**src/design/axi_pkg.sv**
```systemverilog
package axi_pkg;

  // Master-side ID width
  localparam int axi_id_bits = 4;

  // Low slave-side ID bits that pick the master
  localparam int id_sel_bits = 4;

  // Slave-side ID carries the master index below the master ID
  localparam int axi_ids_bits = axi_id_bits + id_sel_bits;

  localparam int num_slaves_default  = 3;
  localparam int num_masters_default = 2;

  // B-channel response codes
  typedef enum logic [1:0] {
    OKAY   = 2'b00,
    EXOKAY = 2'b01,
    SLVERR = 2'b10,
    DECERR = 2'b11
  } resp_t;

  // Response as seen on a slave port
  typedef struct packed {
    logic [axi_ids_bits-1:0] id;
    resp_t                   resp;
  } b_slave_t;

  // Response as seen on a master port
  typedef struct packed {
    logic [axi_id_bits-1:0] id;
    resp_t                  resp;
  } b_master_t;

  // Arbiter lock, one state per slave plus idle
  typedef enum logic [1:0] {
    LOCK_NO,
    LOCK_S0,
    LOCK_S1,
    LOCK_S2
  } lock_t;

  typedef logic [1:0] master_idx_t;

  // Index for responses that belong to no master
  localparam master_idx_t master_none = 2'd3;

  // Map the low ID bits to a master index
  function automatic master_idx_t master_sel(input logic [id_sel_bits-1:0] sel);
    master_idx_t idx;
    if (sel < id_sel_bits'(num_masters_default)) begin
      idx = master_idx_t'(sel);
    end else begin
      idx = master_none;
    end
    return idx;
  endfunction

endpackage

```
**src/design/b_reg_slice.sv**
```systemverilog
module b_reg_slice #(
  parameter type payload_t = logic [7:0]
) (
  input  logic     clk,
  input  logic     rstn,
  input  logic     in_valid,
  output logic     in_ready,
  input  payload_t in_data,
  output logic     out_valid,
  input  logic     out_ready,
  output payload_t out_data
);

  // Main entry drives the output
  logic     main_valid;
  payload_t main_data;

  // Skid entry catches a transfer while the output stalls
  logic     skid_valid;
  payload_t skid_data;

  logic in_fire;
  logic main_load;
  logic main_valid_next;
  logic skid_valid_next;

  assign in_fire = in_valid & in_ready;

  // Main entry is free when empty or draining this cycle
  assign main_load = ~main_valid | out_ready;

  always_comb begin
    if (main_load) begin
      main_valid_next = skid_valid | in_fire;
      skid_valid_next = 1'b0;
    end else begin
      main_valid_next = 1'b1;
      skid_valid_next = skid_valid | in_fire;
    end
  end

  always_ff @(posedge clk or negedge rstn) begin
    if (!rstn) begin
      main_valid <= 1'b0;
      skid_valid <= 1'b0;
      in_ready   <= 1'b0;
    end else begin
      main_valid <= main_valid_next;
      skid_valid <= skid_valid_next;
      // Registered ready, high while the skid entry is empty
      in_ready   <= ~skid_valid_next;
    end
  end

  always_ff @(posedge clk) begin
    if (main_load) begin
      // Skid entry is older, so it goes first
      if (skid_valid) begin
        main_data <= skid_data;
      end else if (in_fire) begin
        main_data <= in_data;
      end
    end
    if (in_fire && !main_load) begin
      skid_data <= in_data;
    end
  end

  assign out_valid = main_valid;
  assign out_data  = main_data;

endmodule

```
**src/design/b_slave_arbiter.sv**
```systemverilog
module b_slave_arbiter #(
  parameter int num_slaves = axi_pkg::num_slaves_default
) (
  input  logic                  clk,
  input  logic                  rstn,
  input  logic [num_slaves-1:0] arb_valid,
  output logic [num_slaves-1:0] arb_ready,
  input  axi_pkg::b_slave_t     arb_resp [num_slaves],
  output logic                  sel_valid,
  input  logic                  sel_ready,
  output axi_pkg::b_slave_t     sel_resp
);
  import axi_pkg::*;

  localparam int lock_bits = $bits(lock_t);

  lock_t                lock_q;
  lock_t                lock_next;
  logic                 pick_valid;
  logic [lock_bits-1:0] pick_idx;
  logic [lock_bits-1:0] lock_idx;
  b_slave_t             resp_q;

  // Fixed priority, slave 0 wins
  always_comb begin
    pick_valid = 1'b0;
    pick_idx   = '0;
    for (int i = num_slaves - 1; i >= 0; i--) begin
      if (arb_valid[i]) begin
        pick_valid = 1'b1;
        pick_idx   = lock_bits'(i);
      end
    end
  end

  // Slave index held by the current lock
  assign lock_idx = lock_q - 1'b1;

  always_comb begin
    lock_next = lock_q;
    if (lock_q == LOCK_NO) begin
      if (pick_valid) begin
        lock_next = lock_t'(pick_idx + 1'b1);
      end
    end else if (sel_ready) begin
      // Response taken downstream
      lock_next = LOCK_NO;
    end
  end

  always_ff @(posedge clk or negedge rstn) begin
    if (!rstn) begin
      lock_q <= LOCK_NO;
    end else begin
      lock_q <= lock_next;
    end
  end

  // Capture the winner on the locking edge
  always_ff @(posedge clk or negedge rstn) begin
    if (!rstn) begin
      resp_q <= '0;
    end else if (lock_q == LOCK_NO && pick_valid) begin
      resp_q <= arb_resp[pick_idx];
    end
  end

  // Only the locked slave sees ready
  always_comb begin
    arb_ready = '0;
    for (int i = 0; i < num_slaves; i++) begin
      if (lock_q != LOCK_NO && lock_idx == lock_bits'(i)) begin
        arb_ready[i] = sel_ready;
      end
    end
  end

  assign sel_valid = (lock_q != LOCK_NO);
  assign sel_resp  = resp_q;

endmodule

```
**src/design/b_master_router.sv**
```systemverilog
module b_master_router #(
  parameter int num_masters = axi_pkg::num_masters_default
) (
  input  logic                   sel_valid,
  output logic                   sel_ready,
  input  axi_pkg::b_slave_t      sel_resp,
  output logic [num_masters-1:0] rt_valid,
  input  logic [num_masters-1:0] rt_ready,
  output axi_pkg::b_master_t     rt_resp
);
  import axi_pkg::*;

  master_idx_t sel_idx;
  logic        known;

  // Master index from the low ID bits
  assign sel_idx = master_sel(sel_resp.id[id_sel_bits-1:0]);

  // Upper ID bits become the master-side ID
  assign rt_resp.id   = sel_resp.id[axi_ids_bits-1:id_sel_bits];
  assign rt_resp.resp = sel_resp.resp;

  always_comb begin
    rt_valid  = '0;
    sel_ready = 1'b0;
    known     = 1'b0;
    for (int k = 0; k < num_masters; k++) begin
      if (sel_idx == master_idx_t'(k)) begin
        known       = 1'b1;
        rt_valid[k] = sel_valid;
        sel_ready   = rt_ready[k];
      end
    end
    // No such master, take the response and drop it
    if (!known) begin
      sel_ready = 1'b1;
    end
  end

endmodule

```
**src/design/b_return_path.sv**
```systemverilog
module b_return_path #(
  parameter int num_slaves  = axi_pkg::num_slaves_default,
  parameter int num_masters = axi_pkg::num_masters_default
) (
  input  logic                   clk,
  input  logic                   rstn,
  input  logic [num_slaves-1:0]  s_valid,
  output logic [num_slaves-1:0]  s_ready,
  input  axi_pkg::b_slave_t      s_resp [num_slaves],
  output logic [num_masters-1:0] m_valid,
  input  logic [num_masters-1:0] m_ready,
  output axi_pkg::b_master_t     m_resp [num_masters]
);
  import axi_pkg::*;

  logic [num_slaves-1:0]  arb_valid;
  logic [num_slaves-1:0]  arb_ready;
  b_slave_t               arb_resp [num_slaves];

  logic                   sel_valid;
  logic                   sel_ready;
  b_slave_t               sel_resp;

  logic [num_masters-1:0] rt_valid;
  logic [num_masters-1:0] rt_ready;
  b_master_t              rt_resp;

  // Slave side slices
  for (genvar i = 0; i < num_slaves; i++) begin : g_slave
    b_reg_slice #(
      .payload_t(b_slave_t)
    ) u_slice (
      .clk      (clk),
      .rstn     (rstn),
      .in_valid (s_valid[i]),
      .in_ready (s_ready[i]),
      .in_data  (s_resp[i]),
      .out_valid(arb_valid[i]),
      .out_ready(arb_ready[i]),
      .out_data (arb_resp[i])
    );
  end

  b_slave_arbiter #(
    .num_slaves(num_slaves)
  ) u_arbiter (
    .clk      (clk),
    .rstn     (rstn),
    .arb_valid(arb_valid),
    .arb_ready(arb_ready),
    .arb_resp (arb_resp),
    .sel_valid(sel_valid),
    .sel_ready(sel_ready),
    .sel_resp (sel_resp)
  );

  b_master_router #(
    .num_masters(num_masters)
  ) u_router (
    .sel_valid(sel_valid),
    .sel_ready(sel_ready),
    .sel_resp (sel_resp),
    .rt_valid (rt_valid),
    .rt_ready (rt_ready),
    .rt_resp  (rt_resp)
  );

  // Master side slices share the routed payload
  for (genvar k = 0; k < num_masters; k++) begin : g_master
    b_reg_slice #(
      .payload_t(b_master_t)
    ) u_slice (
      .clk      (clk),
      .rstn     (rstn),
      .in_valid (rt_valid[k]),
      .in_ready (rt_ready[k]),
      .in_data  (rt_resp),
      .out_valid(m_valid[k]),
      .out_ready(m_ready[k]),
      .out_data (m_resp[k])
    );
  end

endmodule

```
**config.mk**
```make
export PLATFORM = sky130hd
export DESIGN_NAME = b_return_path
export DESIGN_NICKNAME = d
export VERILOG_FILES = /design/src/design/axi_pkg.sv /design/src/design/b_reg_slice.sv /design/src/design/b_slave_arbiter.sv /design/src/design/b_master_router.sv /design/src/design/b_return_path.sv
export SDC_FILE = /design/constraint.sdc
export NUM_CORES = 1
export LEC_CHECK = 0
export ABC_AREA = 1
export BUFFER_PORTS_ARGS = -buffer_cell sky130_fd_sc_hd__clkbuf_2
export CORE_MARGIN = 8
export CORE_UTILIZATION = 62
export CTS_CLUSTER_DIAMETER = 80
export CTS_CLUSTER_SIZE = 16
export DETAILED_ROUTE_END_ITERATION = 12
export GPL_ROUTABILITY_DRIVEN = 1
export HOLD_SLACK_MARGIN = 0.06
export PLACE_DENSITY = 0.92
export SLEW_MARGIN = 20
export SYNTH_ARGS = -nofsm -noshare
export SYNTH_HDL_FRONTEND = slang
export SYNTH_SLANG_ARGS = --single-unit
```
**constraint.sdc**
```tcl
create_clock -name clk -period 2.9 [get_ports clk]
set_clock_uncertainty 0.2 [all_clocks]
set_input_delay 0.29 -clock clk [delete_from_list [all_inputs] [get_ports clk]]
set_output_delay 0.29 -clock clk [all_outputs]
set_load 0.01 [all_outputs]
```
# Word-level counts from Yosys, hierarchy flattened
# Index checks and enable logic that the tools add are counted.
# totals
regBits	111
input_bits	37
output_inout_bits	17
# classes
n_addsub	2
magnitude_cmp	2
eq_ne	4
n_mux	43
n_bitwise	26
n_reduce_logical	30
# op_table
op	count
2-to-1 mux 10 bit	8
2-to-1 mux 6 bit	4
2-to-1 mux 1 bit	23
binary-select mux 10 bit (select 2 bit)	1
2-to-1 mux 2 bit	7
nonzero test 2 bit	7
AND reduction 2 bit	6
inverter 1 bit	10
bitwise OR 1 bit	10
logical AND 1 bit	9
logical NOT 2 bit	3
bitwise AND 1 bit	5
logical NOT 1 bit	5
== test 2 x 1 -> 1 bit (second input constant)	2
less-than comparator 4 x 2 -> 1 bit (second input constant)	1
>= comparator 3 bit (second input constant)	1
inverter 2 -> 3 bit	1
adder 2 x 1 -> 2 bit (second input constant)	1
== test 2 bit (second input constant)	1
inequality test 2 x 1 -> 1 bit (second input constant)	1
subtractor 2 x 1 -> 2 bit (second input constant)	1

# Depth between registers and ports, before layout
# depth
word_depth	10
ltp_mapped	8
ltp_nobuf	7

# Hierarchy
# From an unflattened synthesis, not the netlist that was laid out.
# hier_totals
hier_cells	428
area_unflattened_um2	4544.4
# modules_own_cells
module	instances	cells_each	area_per_inst_um2
b_reg_slice at g_slave[0].u_slice ...	3	67	854.6
b_reg_slice at g_master[0].u_slice ...	2	45	560.5
b_slave_arbiter	1	116	747.0
b_master_router	1	21	112.6

# Worst setup path after synthesis
# No wires, ideal clock.
# synth_timing
path_type	reg2reg
startpoint	reg u_arbiter.resp_q (netlist bit u_arbiter.sel_resp[5])
endpoint	reg g_slave[0].u_slice.skid_data[0] (netlist name) (enable)
setup_time_ns	0.376
arrival_time_ns	1.289
required_ns	2.324
slack_ns	1.035
path_stages_with_launch	6
n_path_buf	0
synth_period_minus_slack_ns	1.865
path_cell_list	dfrtp_1 > nor2_1 > nand2_1 > o21ai_1 > nand2_1 > nor2_1
# synth_between
elab_chain_cells	10
elab_cells_between_ends	13
# synth_rtl
element	line_no	rtl
start, declared	b_slave_arbiter.sv:22	b_slave_t resp_q;
start signal, assigned	b_slave_arbiter.sv:64	resp_q <= arb_resp[pick_idx];
less-than comparator 4 x 2 -> 1 bit (*)	axi_pkg.sv:51	if (sel < id_sel_bits'(num_masters_default)) begin
2-to-1 mux 2 bit (*)	axi_pkg.sv:51	
logical NOT 2 bit	b_master_router.sv:28	if (sel_idx == master_idx_t'(k)) begin
2-to-1 mux 1 bit (2 in series)	b_master_router.sv:28	
2-to-1 mux 1 bit (*)	b_master_router.sv:35	if (!known) begin
2-to-1 mux 1 bit (*)	b_slave_arbiter.sv:72	if (lock_q != LOCK_NO && lock_idx == lock_bits'(i)) begin
bitwise OR 1 bit (*)	b_reg_slice.sv:30	assign main_load = ~main_valid | out_ready;
logical NOT 1 bit (*)	b_reg_slice.sv:64	if (in_fire && !main_load) begin
logical AND 1 bit (*)	b_reg_slice.sv:64	
end signal, assigned	b_reg_slice.sv:65	skid_data <= in_data;
end, declared	b_reg_slice.sv:20	payload_t skid_data;
# Every way passes the cells marked *; elsewhere a longest branch is shown, timed or not.
# A chain may end at the register's enable or synchronous reset.

# Worst setup path after layout
# layout_timing
startpoint	reg u_arbiter.resp_q (netlist bit u_arbiter.sel_resp[2])
endpoint	reg g_slave[0].u_slice.skid_data[1] (netlist name) (enable)
# layout_between
elab_chain_cells	10
elab_cells_between_ends	13
# layout_rtl
element	line_no
less-than comparator 4 x 2 -> 1 bit	axi_pkg.sv:51
2-to-1 mux 2 bit (*)	axi_pkg.sv:51
logical NOT 2 bit	b_master_router.sv:28
2-to-1 mux 1 bit (2 in series)	b_master_router.sv:28
2-to-1 mux 1 bit (*)	b_master_router.sv:35
2-to-1 mux 1 bit (*)	b_slave_arbiter.sv:72
bitwise OR 1 bit (*)	b_reg_slice.sv:30
logical NOT 1 bit (*)	b_reg_slice.sv:64
logical AND 1 bit (*)	b_reg_slice.sv:64
# Marked as above.

==> impl_metrics.ini <==
[floorplanning]
core.rowCount = 31
die_x_microns = 101
initial_utilization_pct = 62.4
die_area_sq_mm = 0.0101
io_pins = 54
die_y_microns = 101
core_sq_mm = 0.00710

[sta]
min_period_ps = 2330
worstMarginPinSlew_ps = 903
rsz0062_at_grt = no
setup_viol = 0
slew_headroom_pct = 39.8
hold_viol = 0
fin_crit_sh_pct = 80.3
fin_setup_tns_ps = 0
fmax_mhz = 430
drv_slew = 0
setup_slack_ps = 572

[global_routing]
antenna_found_initial = 0
grt.overflow.total = 0
grt_pass1_wl_microns = 14000
grt_pass1_vias = 3076
grt_max_degree = 28
grtUsageTotal_pct = 18.1

[finish]
area_delta_synth_final_pct = 18.9
final_core_util_pct = 74.3
layout.nets = 530
layout-drive-gt1-share_pct = 15.1
n_antenna_cell = 0
n_fill_cell = 446

[power_and_ir_drop]
power_density_mw_per_mm2 = 905
power.leakage_nw = 2.32
p_total_mw = 4.77
switching_power_mw = 1.60
switching_share_pct = 33.6
clockPowerShare_pct = 20.7
combPwrFrac_pct = 26.9
peakVddDrop_mv = 0.689
p_seq_share_pct = 52.4
p_int_mw = 3.17

[clock_tree]
clock_latency_ps = 360
cts_num_sinks = 111
cts_root_buf = clkbuf_8
numCtsBuffers = 9
clockBufferDepth = 2
cts_tree = built
clk_pin_slew_ps = 110
cts.htree.levels = 3

[yosys]
synth_top_family_by_area = simple AND/OR/NAND/NOR gates
synth_compound_area_share_pct = 2.60
ys_seq_elements = 111
mappedNetlistArea_sq_mm = 0.00443
synth_area_per_cell_sq_um = 10.7
synth_cell_type_count = 16
ys_seq_area_share_pct = 72.2
netlist_instances = 413
synthSimpleGateAreaFrac_pct = 19.9
syn_nets = 450
synth_xor_area_share_pct = 0
synth_fa_ha_area_share_pct = 0
yosysWarnings = 0
synthMuxAreaShare_pct = 0

[routing]
viasPerCell = 5.17
route.detailed.drc = 0
drt_iter0_markers = 284
wl_per_cell_microns = 14.4
ant_nets = 0
routed_wl_microns = 8580
dr.pass1.iters = 4
via_count = 3084

[setup_path]
cp_common_cell = nand2_1
critPathMaxStageDelay_ps = 630
cp.required_ps = 2690
critical_path_arrival_ps = 2120
crit_fanout = 10
crit_path_end_kind = flip-flop
start_kind = flip-flop
cpMaxStageDelayCell = nor2_1
path_class = flip-flop to flip-flop
crit_chain = nand2_1 > nand2_1 > o21ai_1 > nand2_1 > nor2_1

[flow_run]
maxCapViolations = 0

[place]
hpwl_microns = 5870
portBuffers = 53
finalWeightedCongestion = 0.861
pre_cts_ws_ps = 661

[status]
outcome = complete, no violations

[hold_path]
hp-class = input port to flip-flop
[timing repair]
action	CTS	global route
setup buffers	0	0
gates resized for setup	0	0
endpoints found under the hold margin	92	0
hold buffers	33	0
[state kept, by name (all words and copies together) (netlist names)]
signal / flops
g_slave.u_slice.out_data: 30
g_slave.u_slice.skid_data: 30
g_master.u_slice.out_data: 12
g_master.u_slice.skid_data: 12
u_arbiter.sel_resp: 10
g_slave.u_slice.in_ready: 3
g_slave.u_slice.out_valid: 3
g_slave.u_slice.skid_valid: 3
g_master.u_slice.in_ready: 2
g_master.u_slice.out_valid: 2
g_master.u_slice.skid_valid: 2
u_arbiter.lock_q: 2
[per-layer routing]
metal / share of wire [%] / GRT usage (%) / wire length, microns / up-vias
met2: 52 / 31.5 / 4430 / 131
li1: - / - / - / 1489
met5: 0 / 0 / 0 / -
met3: 7.0 / 5.11 / 603 / 14
met1: 40 / 20.1 / 3420 / 1450
met4: 1.5 / 8.02 / 133 / 0
[worst paths after layout]
check	start	end	slack, ps	cells after the start
min in group asynchronous	rstn	g_slave[0].u_slice.skid_valid	310	2
worst max-delay path	u_arbiter.sel_resp[2]	g_slave[0].u_slice.skid_data[1]	570	5
worst min-delay path	s_valid[1]	g_slave[1].u_slice.out_valid	130	5
worst min register to register	u_arbiter.sel_resp[5]	u_arbiter.sel_resp[5]	300	2
max in group asynchronous	rstn	g_slave[1].u_slice.in_ready	1720	2
worst max register to register	u_arbiter.sel_resp[2]	g_slave[0].u_slice.skid_data[1]	570	5
[cell type report]
| cell class | instances | area (sq um) | share of cell area, % |
|---|---|---|---|
| sequential | 111 | 3200 | 60.7 |
| tap | 99 | 124 | 2.35 |
| timing repair buffer | 88 | 611 | 11.6 |
| clock inverter | 6 | 92.6 | 1.76 |
| multi-input combinational | 251 | 998 | 18.9 |
| clock buffer | 10 | 128 | 2.42 |
| inverter | 32 | 120 | 2.28 |
[through the flow]
stage / instance area [sq um] / hold slack (ps) / cells
2_1_floorplan: 4430 / -206 / 413
3_3_place_gp: 4720 / 154 / 548
3_5_place_dp: 4720 / 168 / 548
4_1_cts: 5270 / 74.8 / 597
5_1_grt: 5270 / 137 / 597
6_report: 5270 / 131 / 597
[placed cells by master (no fill, tap or decap)]
cell type and n:
bufinv_16 2, clkinvlp_4 2, nor2_2 2, inv_2 3
o21ai_0 14, clkbuf_8 9, clkbuf_2 53, o21ai_1 3
nor4_1 1, dfrtp_1 27, buf_4 2, clkbuf_1 1
clkinv_4 1, a21oi_1 6, inv_6 1, nand3_1 16
nand2_1 175, dlygate4sd3_1 33, inv_1 29, nor2_1 34
edfxtp_1 84
[power by group through the flow]
stage	Combinational, mW	Sequential (mW)	Clock [mW]
2_1_floorplan	0.991	2.45	0
3_3_place_gp	1.16	2.50	0
3_5_place_dp	1.23	2.53	0
4_1_cts	1.27	2.49	0.996
5_1_grt	1.46	2.54	1.06
6_report	1.28	2.50	0.987
[critical path: cells and delay by family, from the launching register on]
family           cells  cell delay [ps]
AO/OA/AOI/OAI        1              320
flip-flops           1              410
AND/OR/NAND/NOR      4             1040
[cell usage after synthesis]
master    count  area (sq um)
o21ai_0      14          70.1
nor2_2        2          12.5
nand2_1     175           657
buf_4         7          52.6
inv_2         3          11.3
buf_6         2          22.5
o21ai_1       3          15.0
nand3_1      16          80.1
dfrtp_1      27           676
clkbuf_1      8          30.0
a21oi_1       6          30.0
edfxtp_1     84          2520
inv_1        29           109
buf_2         2          10.0
nor2_1       34           128
nor4_1        1          6.26
[logic make-up after synthesis]
group	count (synthesis)
flops	111
simple gates	228
compound gates	23
buf+inv	51
Power figures use the tool's default switching activity.
